**src/common/isa_pkg.sv**
```systemverilog
// instruction set encodings, field layouts and decoded fields for the 16-bit processor
`default_nettype none

package isa_pkg;

	localparam int word_w = 16;
	localparam int addr_w = 9; // 512-word memory
	localparam int reg_count = 8;
	localparam int reg_idx_w = $clog2(reg_count);

	typedef logic [2:0] opcode_t;
	typedef logic [1:0] op_t;
	typedef logic [1:0] shift_t;

	localparam opcode_t opc_mov = 3'b110;
	localparam opcode_t opc_alu = 3'b101;
	localparam opcode_t opc_ldr = 3'b011;
	localparam opcode_t opc_str = 3'b100;
	localparam opcode_t opc_halt = 3'b111;

	localparam op_t op_movi = 2'b10;
	localparam op_t op_movs = 2'b00;
	localparam op_t op_add = 2'b00;
	localparam op_t op_and = 2'b10;
	localparam op_t op_mvn = 2'b11;
	localparam op_t op_mem = 2'b00; // LDR and STR

	localparam shift_t sh_none = 2'b00;
	localparam shift_t sh_lsl = 2'b01; // left by one
	localparam shift_t sh_lsr = 2'b10; // logical right by one
	localparam shift_t sh_asr = 2'b11; // arithmetic right by one

	// the ALU is steered straight from the op field
	localparam op_t alu_add = 2'b00;
	localparam op_t alu_and = 2'b10;
	localparam op_t alu_not_b = 2'b11;

	typedef struct packed {
		opcode_t opcode;
		op_t op;
		logic [reg_idx_w-1:0] rn;
		logic [reg_idx_w-1:0] rd;
		shift_t shift;
		logic [reg_idx_w-1:0] rm; // also the low bits of imm5
	} rr_fmt_t;

	typedef struct packed {
		opcode_t opcode;
		op_t op;
		logic [reg_idx_w-1:0] rn;
		logic [7:0] imm8;
	} imm_fmt_t;

	typedef union packed {
		rr_fmt_t rr;
		imm_fmt_t imm;
	} instr_u;

	typedef struct packed {
		opcode_t opcode;
		op_t op;
		shift_t shift;
		logic [word_w-1:0] sximm5;
		logic [word_w-1:0] sximm8;
	} dec_t;

endpackage

`default_nettype wire

```
**src/common/ctrl_pkg.sv**
```systemverilog
// controller state codes, memory commands and the control bundles driven by the FSM
`default_nettype none

package ctrl_pkg;

	localparam int mem_cmd_w = 2;
	localparam logic [mem_cmd_w-1:0] mcmd_none = 2'b00;
	localparam logic [mem_cmd_w-1:0] mcmd_read = 2'b01;
	localparam logic [mem_cmd_w-1:0] mcmd_write = 2'b10;

	// steps of one sequence are numbered in order, the FSM counts through them
	localparam int state_w = 5;
	localparam logic [state_w-1:0] st_reset = 5'd0;
	localparam logic [state_w-1:0] st_if1 = 5'd1;
	localparam logic [state_w-1:0] st_if2 = 5'd2;
	localparam logic [state_w-1:0] st_update_pc = 5'd3;
	localparam logic [state_w-1:0] st_movi = 5'd4;
	localparam logic [state_w-1:0] st_movs1 = 5'd5; // MOV shift and MVN
	localparam logic [state_w-1:0] st_movs2 = 5'd6;
	localparam logic [state_w-1:0] st_movs3 = 5'd7;
	localparam logic [state_w-1:0] st_alu1 = 5'd8; // ADD and AND
	localparam logic [state_w-1:0] st_alu2 = 5'd9;
	localparam logic [state_w-1:0] st_alu3 = 5'd10;
	localparam logic [state_w-1:0] st_alu4 = 5'd11;
	localparam logic [state_w-1:0] st_ldr1 = 5'd12;
	localparam logic [state_w-1:0] st_ldr2 = 5'd13;
	localparam logic [state_w-1:0] st_ldr3 = 5'd14;
	localparam logic [state_w-1:0] st_ldr4 = 5'd15;
	localparam logic [state_w-1:0] st_ldr5 = 5'd16;
	localparam logic [state_w-1:0] st_str1 = 5'd17;
	localparam logic [state_w-1:0] st_str2 = 5'd18;
	localparam logic [state_w-1:0] st_str3 = 5'd19;
	localparam logic [state_w-1:0] st_str4 = 5'd20;
	localparam logic [state_w-1:0] st_str5 = 5'd21;
	localparam logic [state_w-1:0] st_halt = 5'd22;

	localparam int nsel_w = 3;
	localparam logic [nsel_w-1:0] nsel_rn = 3'b001;
	localparam logic [nsel_w-1:0] nsel_rd = 3'b010;
	localparam logic [nsel_w-1:0] nsel_rm = 3'b100;

	localparam int vsel_w = 2;
	localparam logic [vsel_w-1:0] vsel_alu = 2'b00; // C register
	localparam logic [vsel_w-1:0] vsel_imm = 2'b01; // sximm8
	localparam logic [vsel_w-1:0] vsel_mem = 2'b10; // read_data

	typedef struct packed {
		logic [nsel_w-1:0] nsel;
		logic [vsel_w-1:0] vsel;
		logic write;
		logic load_a;
		logic load_b;
		logic load_c;
		logic asel; // zero the A operand
		logic bsel; // sximm5 as the B operand
	} dp_ctrl_t;

	typedef struct packed {
		logic [mem_cmd_w-1:0] cmd;
		logic addr_sel; // 1 puts the PC on the address bus
		logic load_ir;
		logic load_pc;
		logic reset_pc;
		logic load_addr;
	} mem_ctrl_t;

endpackage

`default_nettype wire

```
**src/datapath/regfile.sv**
```systemverilog
// register file of eight 16-bit words sharing one index for write and read
`default_nettype none

module regfile (
	input wire clk,
	input wire write,
	input wire [2:0] num,
	input wire [15:0] wdata,
	output logic [15:0] rdata
);
	logic [15:0] regs [8];

	always_ff @(posedge clk) begin
		if (write)
			regs[num] <= wdata;
	end

	assign rdata = regs[num]; // asynchronous read

endmodule

`default_nettype wire

```
**src/datapath/datapath.sv**
```systemverilog
// datapath with operand registers, shifter, ALU and writeback select around the register file
`default_nettype none

module datapath (
	input wire clk,
	input wire ctrl_pkg::dp_ctrl_t ctrl,
	input wire isa_pkg::dec_t dec,
	input wire [isa_pkg::reg_idx_w-1:0] reg_num,
	input wire [isa_pkg::word_w-1:0] mdata,
	output logic [isa_pkg::word_w-1:0] result
);
	import isa_pkg::*;
	import ctrl_pkg::*;

	logic [word_w-1:0] rdata;
	logic [word_w-1:0] wdata;
	logic [word_w-1:0] a_reg;
	logic [word_w-1:0] b_reg;
	logic [word_w-1:0] b_shift;
	logic [word_w-1:0] a_op;
	logic [word_w-1:0] b_op;
	logic [word_w-1:0] alu_out;

	regfile regs (
		.clk (clk),
		.write (ctrl.write),
		.num (reg_num),
		.wdata (wdata),
		.rdata (rdata)
	);

	always_comb begin
		case (ctrl.vsel)
			vsel_alu: wdata = result;
			vsel_imm: wdata = dec.sximm8;
			vsel_mem: wdata = mdata;
			default: wdata = '0;
		endcase
	end

	always_comb begin
		case (dec.shift)
			sh_lsl: b_shift = {b_reg[word_w-2:0], 1'b0};
			sh_lsr: b_shift = {1'b0, b_reg[word_w-1:1]};
			sh_asr: b_shift = {b_reg[word_w-1], b_reg[word_w-1:1]};
			default: b_shift = b_reg;
		endcase
	end

	assign a_op = ctrl.asel ? '0 : a_reg;
	assign b_op = ctrl.bsel ? dec.sximm5 : b_shift; // immediate bypasses the shifter

	always_comb begin
		case (dec.op)
			alu_add: alu_out = a_op + b_op;
			alu_and: alu_out = a_op & b_op;
			alu_not_b: alu_out = ~b_op;
			default: alu_out = '0;
		endcase
	end

	always_ff @(posedge clk) begin
		if (ctrl.load_a)
			a_reg <= rdata;
		if (ctrl.load_b)
			b_reg <= rdata;
		if (ctrl.load_c)
			result <= alu_out; // C register
	end

endmodule

`default_nettype wire

```
**src/hdl/mem_access.sv**
```systemverilog
// memory-side registers holding the PC, instruction and data address, plus the address mux
`default_nettype none

module mem_access (
	input wire clk,
	input wire ctrl_pkg::mem_ctrl_t mem_ctrl,
	input wire [isa_pkg::word_w-1:0] read_data,
	input wire [isa_pkg::word_w-1:0] result,
	output isa_pkg::instr_u instr,
	output logic [isa_pkg::addr_w-1:0] mem_addr
);
	import isa_pkg::*;

	logic [addr_w-1:0] pc;
	logic [addr_w-1:0] data_addr;

	always_ff @(posedge clk) begin
		if (mem_ctrl.load_pc)
			pc <= mem_ctrl.reset_pc ? '0 : pc + 1'b1; // restart or step to the next word
		if (mem_ctrl.load_ir)
			instr <= read_data; // word from the read issued in IF1
		if (mem_ctrl.load_addr)
			data_addr <= result[addr_w-1:0];
	end

	assign mem_addr = mem_ctrl.addr_sel ? pc : data_addr;

endmodule

`default_nettype wire

```
**src/hdl/instr_decoder.sv**
```systemverilog
// instruction decoder that splits fields, picks the register index and sign-extends immediates
`default_nettype none

module instr_decoder (
	input wire isa_pkg::instr_u instr,
	input wire [ctrl_pkg::nsel_w-1:0] nsel,
	output isa_pkg::dec_t dec,
	output logic [isa_pkg::reg_idx_w-1:0] reg_num
);
	import isa_pkg::*;

	always_comb begin
		dec.opcode = instr.rr.opcode;
		dec.op = instr.rr.op;
		// LDR and STR keep imm5 in the shift bits so the shifter must pass B unchanged
		if (instr.rr.opcode == opc_ldr || instr.rr.opcode == opc_str) begin
			dec.shift = sh_none;
		end else begin
			dec.shift = instr.rr.shift;
		end
		dec.sximm5 = {{(word_w - 5){instr.rr.shift[1]}}, instr.rr.shift, instr.rr.rm};
		dec.sximm8 = {{(word_w - 8){instr.imm.imm8[7]}}, instr.imm.imm8};
	end

	// one-hot choice between the three register fields
	assign reg_num = ({reg_idx_w{nsel[0]}} & instr.rr.rn)
		| ({reg_idx_w{nsel[1]}} & instr.rr.rd)
		| ({reg_idx_w{nsel[2]}} & instr.rr.rm);

endmodule

`default_nettype wire

```
**src/hdl/controller.sv**
```systemverilog
// multicycle FSM that sequences fetch, dispatch and the execute steps of each instruction
`default_nettype none

module controller (
	input wire clk,
	input wire reset,
	input wire isa_pkg::opcode_t opcode,
	input wire isa_pkg::op_t op,
	output ctrl_pkg::dp_ctrl_t dp_ctrl,
	output ctrl_pkg::mem_ctrl_t mem_ctrl
);
	import isa_pkg::*;
	import ctrl_pkg::*;

	logic [state_w-1:0] state;
	logic [state_w-1:0] next_state;

	always_ff @(posedge clk) begin
		if (reset) begin
			state <= st_reset;
		end else begin
			state <= next_state;
		end
	end

	always_comb begin
		case (state)
			st_update_pc: begin
				case (opcode)
					opc_mov: begin
						case (op)
							op_movi: next_state = st_movi;
							op_movs: next_state = st_movs1;
							default: next_state = st_halt;
						endcase
					end
					opc_alu: begin
						case (op)
							op_add, op_and: next_state = st_alu1;
							op_mvn: next_state = st_movs1; // same steps as MOV shift
							default: next_state = st_halt; // CMP is not implemented
						endcase
					end
					opc_ldr: next_state = (op == op_mem) ? st_ldr1 : st_halt;
					opc_str: next_state = (op == op_mem) ? st_str1 : st_halt;
					opc_halt: next_state = st_halt;
					default: next_state = st_halt;
				endcase
			end
			st_movi, st_movs3, st_alu4, st_ldr5, st_str5: next_state = st_if1;
			st_halt: next_state = st_halt; // held until reset
			default: next_state = state + 1'b1; // next step of the sequence
		endcase
	end

	always_comb begin
		dp_ctrl = '0;
		mem_ctrl = '0;
		case (state)
			st_reset: begin
				mem_ctrl.load_pc = 1'b1;
				mem_ctrl.reset_pc = 1'b1;
			end
			st_if1: begin
				mem_ctrl.cmd = mcmd_read;
				mem_ctrl.addr_sel = 1'b1;
			end
			st_if2: begin
				mem_ctrl.cmd = mcmd_read;
				mem_ctrl.addr_sel = 1'b1;
				mem_ctrl.load_ir = 1'b1;
			end
			st_update_pc: mem_ctrl.load_pc = 1'b1;
			st_movi: begin
				dp_ctrl.nsel = nsel_rn;
				dp_ctrl.vsel = vsel_imm;
				dp_ctrl.write = 1'b1;
			end
			st_alu1, st_ldr1, st_str1: begin
				dp_ctrl.nsel = nsel_rn;
				dp_ctrl.load_a = 1'b1;
			end
			st_movs1, st_alu2: begin
				dp_ctrl.nsel = nsel_rm;
				dp_ctrl.load_b = 1'b1;
			end
			st_movs2, st_str4: begin
				dp_ctrl.asel = 1'b1; // C = 0 op shifted B
				dp_ctrl.load_c = 1'b1;
			end
			st_alu3: dp_ctrl.load_c = 1'b1;
			st_ldr2, st_str2: begin
				dp_ctrl.bsel = 1'b1; // base plus sximm5
				dp_ctrl.load_c = 1'b1;
			end
			st_movs3, st_alu4: begin
				dp_ctrl.nsel = nsel_rd;
				dp_ctrl.vsel = vsel_alu;
				dp_ctrl.write = 1'b1;
			end
			st_ldr3: mem_ctrl.load_addr = 1'b1;
			st_ldr4: mem_ctrl.cmd = mcmd_read;
			st_ldr5: begin
				mem_ctrl.cmd = mcmd_read; // data from the ldr4 read lands now
				dp_ctrl.nsel = nsel_rd;
				dp_ctrl.vsel = vsel_mem;
				dp_ctrl.write = 1'b1;
			end
			st_str3: begin
				mem_ctrl.load_addr = 1'b1;
				dp_ctrl.nsel = nsel_rd;
				dp_ctrl.load_b = 1'b1;
			end
			st_str5: mem_ctrl.cmd = mcmd_write;
			default: ; // halt keeps everything idle
		endcase
	end

endmodule

`default_nettype wire

```
**src/hdl/cpu.sv**
```systemverilog
// processor top level joining the controller, decoder, memory-side registers and datapath
`default_nettype none

module cpu (
	input wire clk,
	input wire reset,
	input wire [isa_pkg::word_w-1:0] read_data,
	output logic [ctrl_pkg::mem_cmd_w-1:0] mem_cmd,
	output logic [isa_pkg::addr_w-1:0] mem_addr,
	output logic [isa_pkg::word_w-1:0] write_data
);
	import isa_pkg::*;
	import ctrl_pkg::*;

	dp_ctrl_t dp_ctrl;
	mem_ctrl_t mem_ctrl;
	instr_u instr;
	dec_t dec;
	logic [reg_idx_w-1:0] reg_num;

	assign mem_cmd = mem_ctrl.cmd;

	controller fsm (
		.clk (clk),
		.reset (reset),
		.opcode (dec.opcode),
		.op (dec.op),
		.dp_ctrl (dp_ctrl),
		.mem_ctrl (mem_ctrl)
	);

	mem_access mem_side (
		.clk (clk),
		.mem_ctrl (mem_ctrl),
		.read_data (read_data),
		.result (write_data), // C register doubles as the data address source
		.instr (instr),
		.mem_addr (mem_addr)
	);

	instr_decoder decoder (
		.instr (instr),
		.nsel (dp_ctrl.nsel),
		.dec (dec),
		.reg_num (reg_num)
	);

	datapath dp (
		.clk (clk),
		.ctrl (dp_ctrl),
		.dec (dec),
		.reg_num (reg_num),
		.mdata (read_data),
		.result (write_data)
	);

endmodule

`default_nettype wire

```
**config.mk**
```make
export PLATFORM = sky130hd
export DESIGN_NAME = cpu
export DESIGN_NICKNAME = d
export VERILOG_FILES = /design/src/common/isa_pkg.sv /design/src/common/ctrl_pkg.sv /design/src/datapath/regfile.sv /design/src/datapath/datapath.sv /design/src/hdl/mem_access.sv /design/src/hdl/instr_decoder.sv /design/src/hdl/controller.sv /design/src/hdl/cpu.sv
export SDC_FILE = /design/constraint.sdc
export NUM_CORES = 1
export LEC_CHECK = 0
export BUFFER_PORTS_ARGS = -buffer_cell sky130_fd_sc_hd__buf_2
export CAP_MARGIN = 30
export CORE_AREA = 2 2 131 183
export CTS_CLUSTER_SIZE = 24
export DETAILED_ROUTE_END_ITERATION = 10
export DIE_AREA = 0 0 133 185
export PLACE_DENSITY = 0.61
export SYNTH_ARGS = -nofsm -noshare
export SYNTH_HDL_FRONTEND = slang
export SYNTH_SLANG_ARGS = --single-unit
```
**constraint.sdc**
```tcl
create_clock -name clk -period 4.9 [get_ports clk]
set_input_delay 0.49 -clock clk [delete_from_list [all_inputs] [get_ports clk]]
set_output_delay 0.49 -clock clk [all_outputs]
set_load 0.01 [all_outputs]
```
* Word level (Yosys, flattened, before mapping) *
Memories as Yosys holds them, arrays and structs flattened.
Index checks and enable logic that the tools add are counted.

word-level totals
  register bits after elaboration = 87
  bits in writable memories = 128
  bits of input ports = 18
  output and inout bits = 27
  word-level logic and storage cells = 98
  memories = 1

memories
  memory        depth  bits a word  read ports  clocked after memory_dff  wr ports  line           RTL
  dp.regs.regs  8      16           1           0                         1         regfile.sv:11  logic [15:0] regs [8];

cells by class
  add/subtract/negate cells = 3
  equal/unequal tests = 33
  multiplexer cells = 28
  bitwise operators = 7
  reductions and logical operators = 19

operators with widths
  operator                                                               count
  16-bit case mux with 3 select lines                                    3
  5-bit by 4-bit equality test with 1-bit output, second input constant  8
  5-bit equality test, second input constant                             7
  16-bit two-way mux                                                     2
  5-bit by 3-bit equality test with 1-bit output, second input constant  4
  5-bit case mux with 2 select lines                                     2
  5-bit case mux with 4 select lines                                     1
  3-bit case mux with 3 select lines                                     2
  16-bit adder                                                           1
  16-bit bitwise AND                                                     1
  16-bit inverter                                                        1
  2-bit OR reduction                                                     8
  5-bit case mux with 3 select lines                                     1
  1-bit two-way mux                                                      12
  4-bit OR reduction                                                     3
  2-bit equality test, second input constant                             5
  5-bit by 2-bit equality test with 1-bit output, second input constant  2
  5-bit OR reduction                                                     2
  9-bit by 1-bit adder with 9-bit output, second input constant          1
  3-bit bitwise AND                                                      3
  3-bit equality test, second input constant                             3
  9-bit two-way mux                                                      1
  3-bit OR                                                               2
  3-bit OR reduction                                                     2
  11 further kinds                                                       13

* Logic depth before layout (Yosys ltp) *
Gate-level depths: netlist (run 1).

  depth after elaboration = 8
  mapped depth = 18
  gate-level depth less buffers = 17

* Modules after synthesis *
From an unflattened synthesis (run 1), not the netlist that was laid out.

second synthesis, totals
  cell total of the unflattened synthesis = 792
  area, all modules = 10726.5 µm²

modules (own cells, without submodules)
  module         instances  cells an instance  area an instance (µm²)  sequential area each (µm²)
  regfile        1          222                4972.3                  3843.7
  datapath       1          347                3380.7                  1441.4
  mem_access     1          75                 1310.0                  1021.0
  controller     1          101                711.9                   100.1
  instr_decoder  1          47                 351.6                   0.0

* Worst setup path before layout (run 1) *
Ideal clock, no wire load.

  kind = register -> register
  from = reg mem_side.instr[13] in the netlist's numbering
  to = reg dp.result[10] in the netlist's numbering (data pin)
  setup time = 0.256 ns
  arrival time = 3.340 ns
  data required time = 4.644 ns
  slack = 1.304 ns
  stages on the path, launching flop included = 18
  path buffers = 2
  period minus slack after synthesis = 3.596 ns
  path through = edfxtp_1 > clkbuf_1 > nand3b_1 > a21boi_1 > and2_1 > clkbuf_1 > a22oi_1 > a21oi_1 > ha_1 > inv_1 > fa_1 > nor2b_1 > o31a_1 > o21ai_0 > nand2b_1 > and3_1 > a21oi_1 > a31o_2

on the way
  word-level cells in the longest chain between the ends = 8
  elaborated cells between the ends (all ways) = 13
  those cells by class = 1 x add/sub; 5 x eq/ne; 4 x mux; 2 x bitwise; 1 x reduce/logical

ends and longest elaborated chain
  element                                                                                       line                 RTL
  start: declaration                                                                            mem_access.sv:9      output isa_pkg::instr_u instr,
  start signal: assignment                                                                      mem_access.sv:21     instr <= read_data;
  3-bit by 2-bit equality test with 1-bit output / 3-bit equality test (equally long branches)  instr_decoder.sv:16  if (instr.rr.opcode == opc_ldr || instr.rr.opcode == opc_str) begin
  1-bit logical OR (*)                                                                          instr_decoder.sv:16
  2-bit two-way mux (*)                                                                         instr_decoder.sv:16
  2-bit equality test / 2-bit by 1-bit equality test with 1-bit output (equally long branches)  datapath.sv:42       case (dec.shift)
  16-bit case mux with 3 select lines (*)                                                       datapath.sv:42
  16-bit two-way mux (*)                                                                        datapath.sv:51       assign b_op = ctrl.bsel ? dec.sximm5 : b_shift;
  16-bit adder, or another cell as far along                                                    datapath.sv:55       alu_add: alu_out = a_op + b_op;
  16-bit case mux with 3 select lines (*)                                                       datapath.sv:54       case (dec.op)
  named net dp.alu_out[10]                                                                      datapath.sv:22       logic [word_w-1:0] alu_out;
  end signal: assignment                                                                        datapath.sv:68       result <= alu_out;
  end: declaration                                                                              datapath.sv:10       output logic [isa_pkg::word_w-1:0] result

Mark *: on every way through the listed nets, which the timed path passes. The rest lies on a longest branch.
A chain may end at the register's enable or synchronous reset.

* Final worst setup path (run 1) *
Ends and elaborated chain as after synthesis.

==> results.md, run 1 <==
* Outcome: completed
* Clk sink count at 215
* Max Freq at 245 MHz
* ANT nets after route at 0
* Sequential Power Share at 0.419
* Setup WS pre-CTS at 0.888 ns
* Clk root buf: clkbuf_16
* Initial Util at 0.441
* Final hold slack at 0.183 ns
* Gr usage total at 0.213
* CP Launch Type: flop
* N_diodes at 0
* Routed wire length at 26300 um
* Setup WS post-layout at 0.817 ns
* NetSw at 2.08 mW
* Clock slew at reported path FFs at 0.07 ns
* Post-synth cell types at 56
* Critical path's slowest cell: a21boi_1
* Hold Crit Class: primary input to flop
* Post-cts sizing count at 0
* Fill count at 2062
* Compound-Gate Fraction of Synth Area at 0.138
* Syn-to-layout area delta at 12.2%
* Synth warnings at 0
* Buffer and inverter count on the worst path at 1
* Crit path max fanout at 11
* Sequential cell area fraction in the yosys report at 0.630
* Row cnt at 66
* Arr. time, crit path at 4.33 ns
* Die Span Y at 185 um
* Overflow after GRT at 0
* Register area at 6410 um2
* Synth Area in Simple Gates at 0.144
* Clk network pwr share at 0.261
* Critical Path, Cell by Cell: nand3b_1 -> a21boi_1 -> and2_1 -> a22oi_1 -> a21oi_1 -> ha_1 -> inv_1 -> fa_1 -> nor2b_1 -> o31a_1 -> o21ai_0 -> nand2b_1 -> and3_1 -> a21oi_1 -> a31o_2
* CP startpoint: mem_side.instr[13]
* Slew Viols, Final at 0
* Mux cell area share after synthesis at 0.0142
* Layout cell share with drive strength beyond 1 at 0.124
* Power Density at 537 nW/um2
* Post-route minimum period at 4.08 ns
* Most common cell after layout, fill and taps aside: edfxtp_1
* Largest Register: dp.regs.regs
* Largest register FFs at 128
* TritonCTS clock tree: built
* Drt via density at 5.70
* Power Internal at 4.05 mW
* Worst r2r src: mem_side.instr[13]
* Placer congestion estimate at 0.927
* Worst path top cell family by delay: compound AO/OA/AOI/OAI gates
* Multi-input combinational cell area at 3520 um2
* Slew margin rel. at 0.326
* Setup TNS at 0 ns
* Port Buffers at 44
* Synthesized cell area at 10200 um2
* Leakage power at 4.12 nW
* Worst reg-to-reg setup slack at 0.82 ns
* Syn Inst Count at 874
* Die footprint at 24600 um2
* Wire length per cell at 21.3 um
* Layout Nets at 961
* Largest net degree at the start of global routing at 62
* Period utilization at 0.833
* Slew @ Worst Pin at 1.01 ns
* Worst ir drop on vdd at 0.250 mV
* # hold bufs at CTS at 0
* Synthesized Nets at 916
* Post-synth ARST share at 0
* Pre-antenna DRT Iters at 5
* Commonest non-fill, non-tap cells in the layout: 210 x edfxtp_1, 172 x nand2_1, 81 x a21oi_1, 44 x buf_2, 43 x nor2_1
* Final hold violation count at 0
* Switch share at 0.339
* Worst-Skew Late Latency at 0.50 ns
* Hold Startpoint: read_data[1]
* Critical path endpoint category: flop
* Post-CTS setup buffer count at 0
* Drt drc at 0
* Crit-path max cell delay at 0.51 ns
* Num CTS Buffers at 21
* Die width at 133 um
* Req. time, crit path at 5.15 ns
* Main combinational cell family by area after synthesis: simple AND/OR/NAND/NOR gates
* Number of synthesized flops with an enable pin at 210
* First-pass GRT wire length at 40000 um
* DRT iter0 DRCs at 592
* # IOs at 45
* Worst Skew at 0.0170 ns
* Power, Total at 6.12 mW
* Antenna violations before repair at 0
* Ys flop type: edfxtp_1
* Critical setup path kind: flop to flop
* Post-DP Area at 10700 um2
* Syn avg cell area at 11.6 um2
* Most numerous cell on the critical path: a21oi_1
* DP HPWL at 18600 um
* Post-Synth XOR/XNOR Area at 0.0198
* Core area at 23000 um2
* Vias in the first global route at 6890
* Post-synthesis register bit count at 215
* MaxCap Viol Count at 0
* Fin area at 11400 um2
* Max clock buf depth at 3
* Power share of the combinational group at 0.320
* Routed vias at 7040
* RSZ-0062 raised after global routing: false
* Endpoints failing setup at 0
* CTS H-tree lvls at 1
* Post-Synth Adder-Cell Area at 0.0303
==> routing by layer <==
layer / share of wire / global-route usage
met5: 0 / 0
met4: 0.033 / 0.0770
met3: 0.043 / 0.0276
met2: 0.53 / 0.390
met1: 0.40 / 0.256
==> final cells by class <==
class,instances,area share
flip-flops and latches,215,0.562
clock buffers,23,0.0467
well taps,306,0.0336
clock inverters,11,0.0113
multi-input cells,602,0.309
repair buffers,66,0.0338
inverters,13,0.00428
==> power groups by stage <==
stage               Combinational [mW]  Clock, mW  Sequential, mW
floorplan                         1.39          0            2.53
global placement                  1.92          0            2.60
detailed placement                1.95          0            2.60
CTS                               1.96       1.63            2.56
global route                      2.17       1.70            2.58
finish                            1.96       1.60            2.56
==> cell usage after synthesis (6+ instances only) <==
cell	instances	area [um2]
xnor2_1	10	87.6
o22ai_1	10	62.6
mux2_2	11	124
clkbuf_1	34	128
inv_1	13	48.8
and3_1	8	50.1
or4_1	16	120
buf_4	6	45.0
nand2_1	173	649
a221o_1	9	90.1
nand3_1	12	60.1
a31oi_1	20	125
o21ai_0	36	180
edfxtp_1	210	6310
a22oi_1	20	150
nor2b_1	22	138
nor2_1	43	161
a21o_1	17	128
ha_1	23	288
a21oi_1	81	405
xor2_1	13	114
nand2b_1	17	106
==> worst register-to-register path: cells and delay by family (launching register included) <==
kind            cells  cell delay, ns
flops               1            0.50
fa+ha+maj           2            0.60
buf+inv             1            0.06
simple gates        5            1.23
compound gates      7            1.43
==> metrics by stage <==
stage	instances	util
floorplan	874	-
global placement	1201	0.466
detailed placement	1202	0.466
CTS	1236	0.495
global route	1236	0.495
finish	1236	0.495
==> kinds of logic after synthesis <==
group / after synthesis
and+or+nand+nor: 317
muxes: 13
buffers and inverters: 57
AOI/OAI and AO/OA: 225
xor gates and xnor gates: 23
adders and majority gates: 24
DFF: 215
==> worst paths after layout <==
kind,cells past startpoint,end
min,1,mem_side.instr[1]
max,15,dp.result[10]
max reg2reg,15,dp.result[10]
min reg2reg,0,mem_side.data_addr[0]
Note: power is estimated with default switching activity, not from simulation.
==> inputs of run 2 (changes only) <==
- clock period: 4.9 -> 4.05 ns (I/O delays scaled with it)
==> results.md, run 2 (synthesis gave the netlist of run 1 again) <==
* Critical path's slowest cell: edfxtp_1
* Drt drc at 0
* Wire length per cell at 20.5 um
* DRT iter0 DRCs at 600
* Final hold violation count at 0
* Setup TNS at 0 ns
* Routed vias at 7130
* Leakage power at 4.28 nW
* ANT nets after route at 0
* Arr. time, crit path at 3.89 ns
* Clock slew at reported path FFs at 0.06 ns
* Critical path endpoint category: flop
* Final hold slack at 0.0997 ns
* Placer congestion estimate at 0.902
* MaxCap Viol Count at 0
* Slew @ Worst Pin at 0.793 ns
* Min-Delay Path Depth at 1
* Worst reg-to-reg setup slack at 0.37 ns
* CTS H-tree lvls at 1
* Crit path max fanout at 8
* Gr usage total at 0.213
* Post-CTS setup buffer count at 0
* Vias in the first global route at 7055
* Hold Startpoint: read_data[2]
* DP HPWL at 18600 um
* TritonCTS clock tree: built
* Layout Nets at 988
* Die footprint at 24600 um2
* Initial Util at 0.441
* Critical Path, Cell by Cell: nand3b_1 -> a21boi_1 -> buf_4 -> o21ai_1 -> buf_4 -> a22oi_1 -> a21oi_1 -> ha_1 -> inv_1 -> fa_1 -> nor2b_1 -> o31a_1 -> o21ai_0 -> nand2b_1 -> a41oi_1 -> xor2_1 -> o221ai_1
* Largest Register: dp.regs.regs
* Routed wire length at 25900 um
* Reg-to-reg endpoint: dp.result[12]
* Worst-Skew Late Latency at 0.50 ns
* Hold Crit Class: primary input to flop
* Outcome: completed
* First-pass GRT wire length at 39900 um
* Worst Skew at 0.0144 ns
* Pre-antenna DRT Iters at 5
* Layout cell share with drive strength beyond 1 at 0.149
* Stages on worst setup path at 17
* Max clock buf depth at 3
* # hold bufs at CTS at 0
* Worst Hold End: mem_side.instr[2]
* Clk network pwr share at 0.264
* Reg2Reg Depth at 17
* Most common cell after layout, fill and taps aside: edfxtp_1
* Post-route minimum period at 3.68 ns
* Clk sink count at 215
* Power share of the combinational group at 0.327
* Die Span Y at 185 um
* NetSw at 2.51 mW
* Row cnt at 66
* Die width at 133 um
* Req. time, crit path at 4.27 ns
* Largest register FFs at 128
* Power Internal at 5.05 mW
* Largest net degree at the start of global routing at 63
* CP Launch Type: flop
* Clk root buf: clkbuf_16
* Period utilization at 0.908
* Crit-path max cell delay at 0.48 ns
* Core area at 23000 um2
* Drt via density at 5.63
* Setup WS post-layout at 0.373 ns
* Worst ir drop on vdd at 0.385 mV
* Switch share at 0.332
* Num CTS Buffers at 21
* Worst r2r src: mem_side.instr[15]
* Commonest non-fill, non-tap cells in the layout: 210 x edfxtp_1, 172 x nand2_1, 81 x a21oi_1, 47 x buf_4, 44 x buf_2
* # IOs at 45
* Sequential Power Share at 0.409
* N_diodes at 0
* Worst path top cell family by delay: compound AO/OA/AOI/OAI gates
* Power Density at 648 nW/um2
* Post-cts sizing count at 0
* Fill count at 1956
* Critical setup path kind: flop to flop
* Syn-to-layout area delta at 14.8%
* Slew Viols, Final at 0
* Post-layout util at 0.507
* Setup WS pre-CTS at 0.432 ns
* Slew margin rel. at 0.470
* Overflow after GRT at 0
* Antenna violations before repair at 0
* Buffer and inverter count on the worst path at 3
* Port Buffers at 44
* RSZ-0062 raised after global routing: false
* Max Freq at 272 MHz
* Most numerous cell on the critical path: buf_4
* Endpoints failing setup at 0
-- run 2: worst max-delay path by stage --
stage,from,end,slack (ns)
detailed placement,mem_side.instr[15],dp.result[12],0.43
global placement,mem_side.instr[13],dp.result[11],0.49
floorplan,mem_side.instr[13],dp.result[10],0.45
finish,mem_side.instr[15],dp.result[12],0.37
global route,fsm.state[1],dp.result[11],0.03
CTS,mem_side.instr[15],dp.result[12],0.40
-- run 2: area by class of cell --
type | count | area (um2) | area share
clock buffer | 24 | 537 | 0.0460
clock inverter | 13 | 165 | 0.0142
inverter | 13 | 48.8 | 0.00418
multi-input combinational | 602 | 3520 | 0.301
sequential | 215 | 6410 | 0.549
tap | 306 | 383 | 0.0328
timing repair buffer | 93 | 613 | 0.0525
-- run 2: worst reg2reg max path, cell delays in order (launching register included) --
cell and delay [ns]:
edfxtp_1 0.48, nand3b_1 0.23, a21boi_1 0.15, buf_4 0.17
o21ai_1 0.10, buf_4 0.18, a22oi_1 0.07, a21oi_1 0.21
ha_1 0.22, inv_1 0.06, fa_1 0.39, nor2b_1 0.23
o31a_1 0.18, o21ai_0 0.08, nand2b_1 0.19, a41oi_1 0.17
xor2_1 0.16, o221ai_1 0.13
-- run 2: metal layers --
metal / GRT usage / vias up / part of all wire
met5: 0 / - / 0
met4: 0.0895 / 0 / 0.040
met3: 0.0252 / 66 / 0.044
met2: 0.400 / 206 / 0.53
met1: 0.244 / 3473 / 0.39
li1: - / 3385 / -
-- run 2: power by group through the flow --
stage	combinational (mW)	clock [mW]	sequential (mW)
finish	2.47	2.00	3.09
global route	2.74	2.11	3.12
CTS	2.47	2.03	3.09
detailed placement	2.45	0	3.14
global placement	2.43	0	3.13
floorplan	1.68	0	3.07
-- run 2: through the flow --
stage,cells,power [mW],instance area [um2]
after detailed placement,1229,5.59,11000
after CTS,1266,7.59,11700
after floorplan,874,4.75,10200
after global placement,1228,5.56,11000
after global routing,1266,7.97,11700
final,1266,7.56,11700
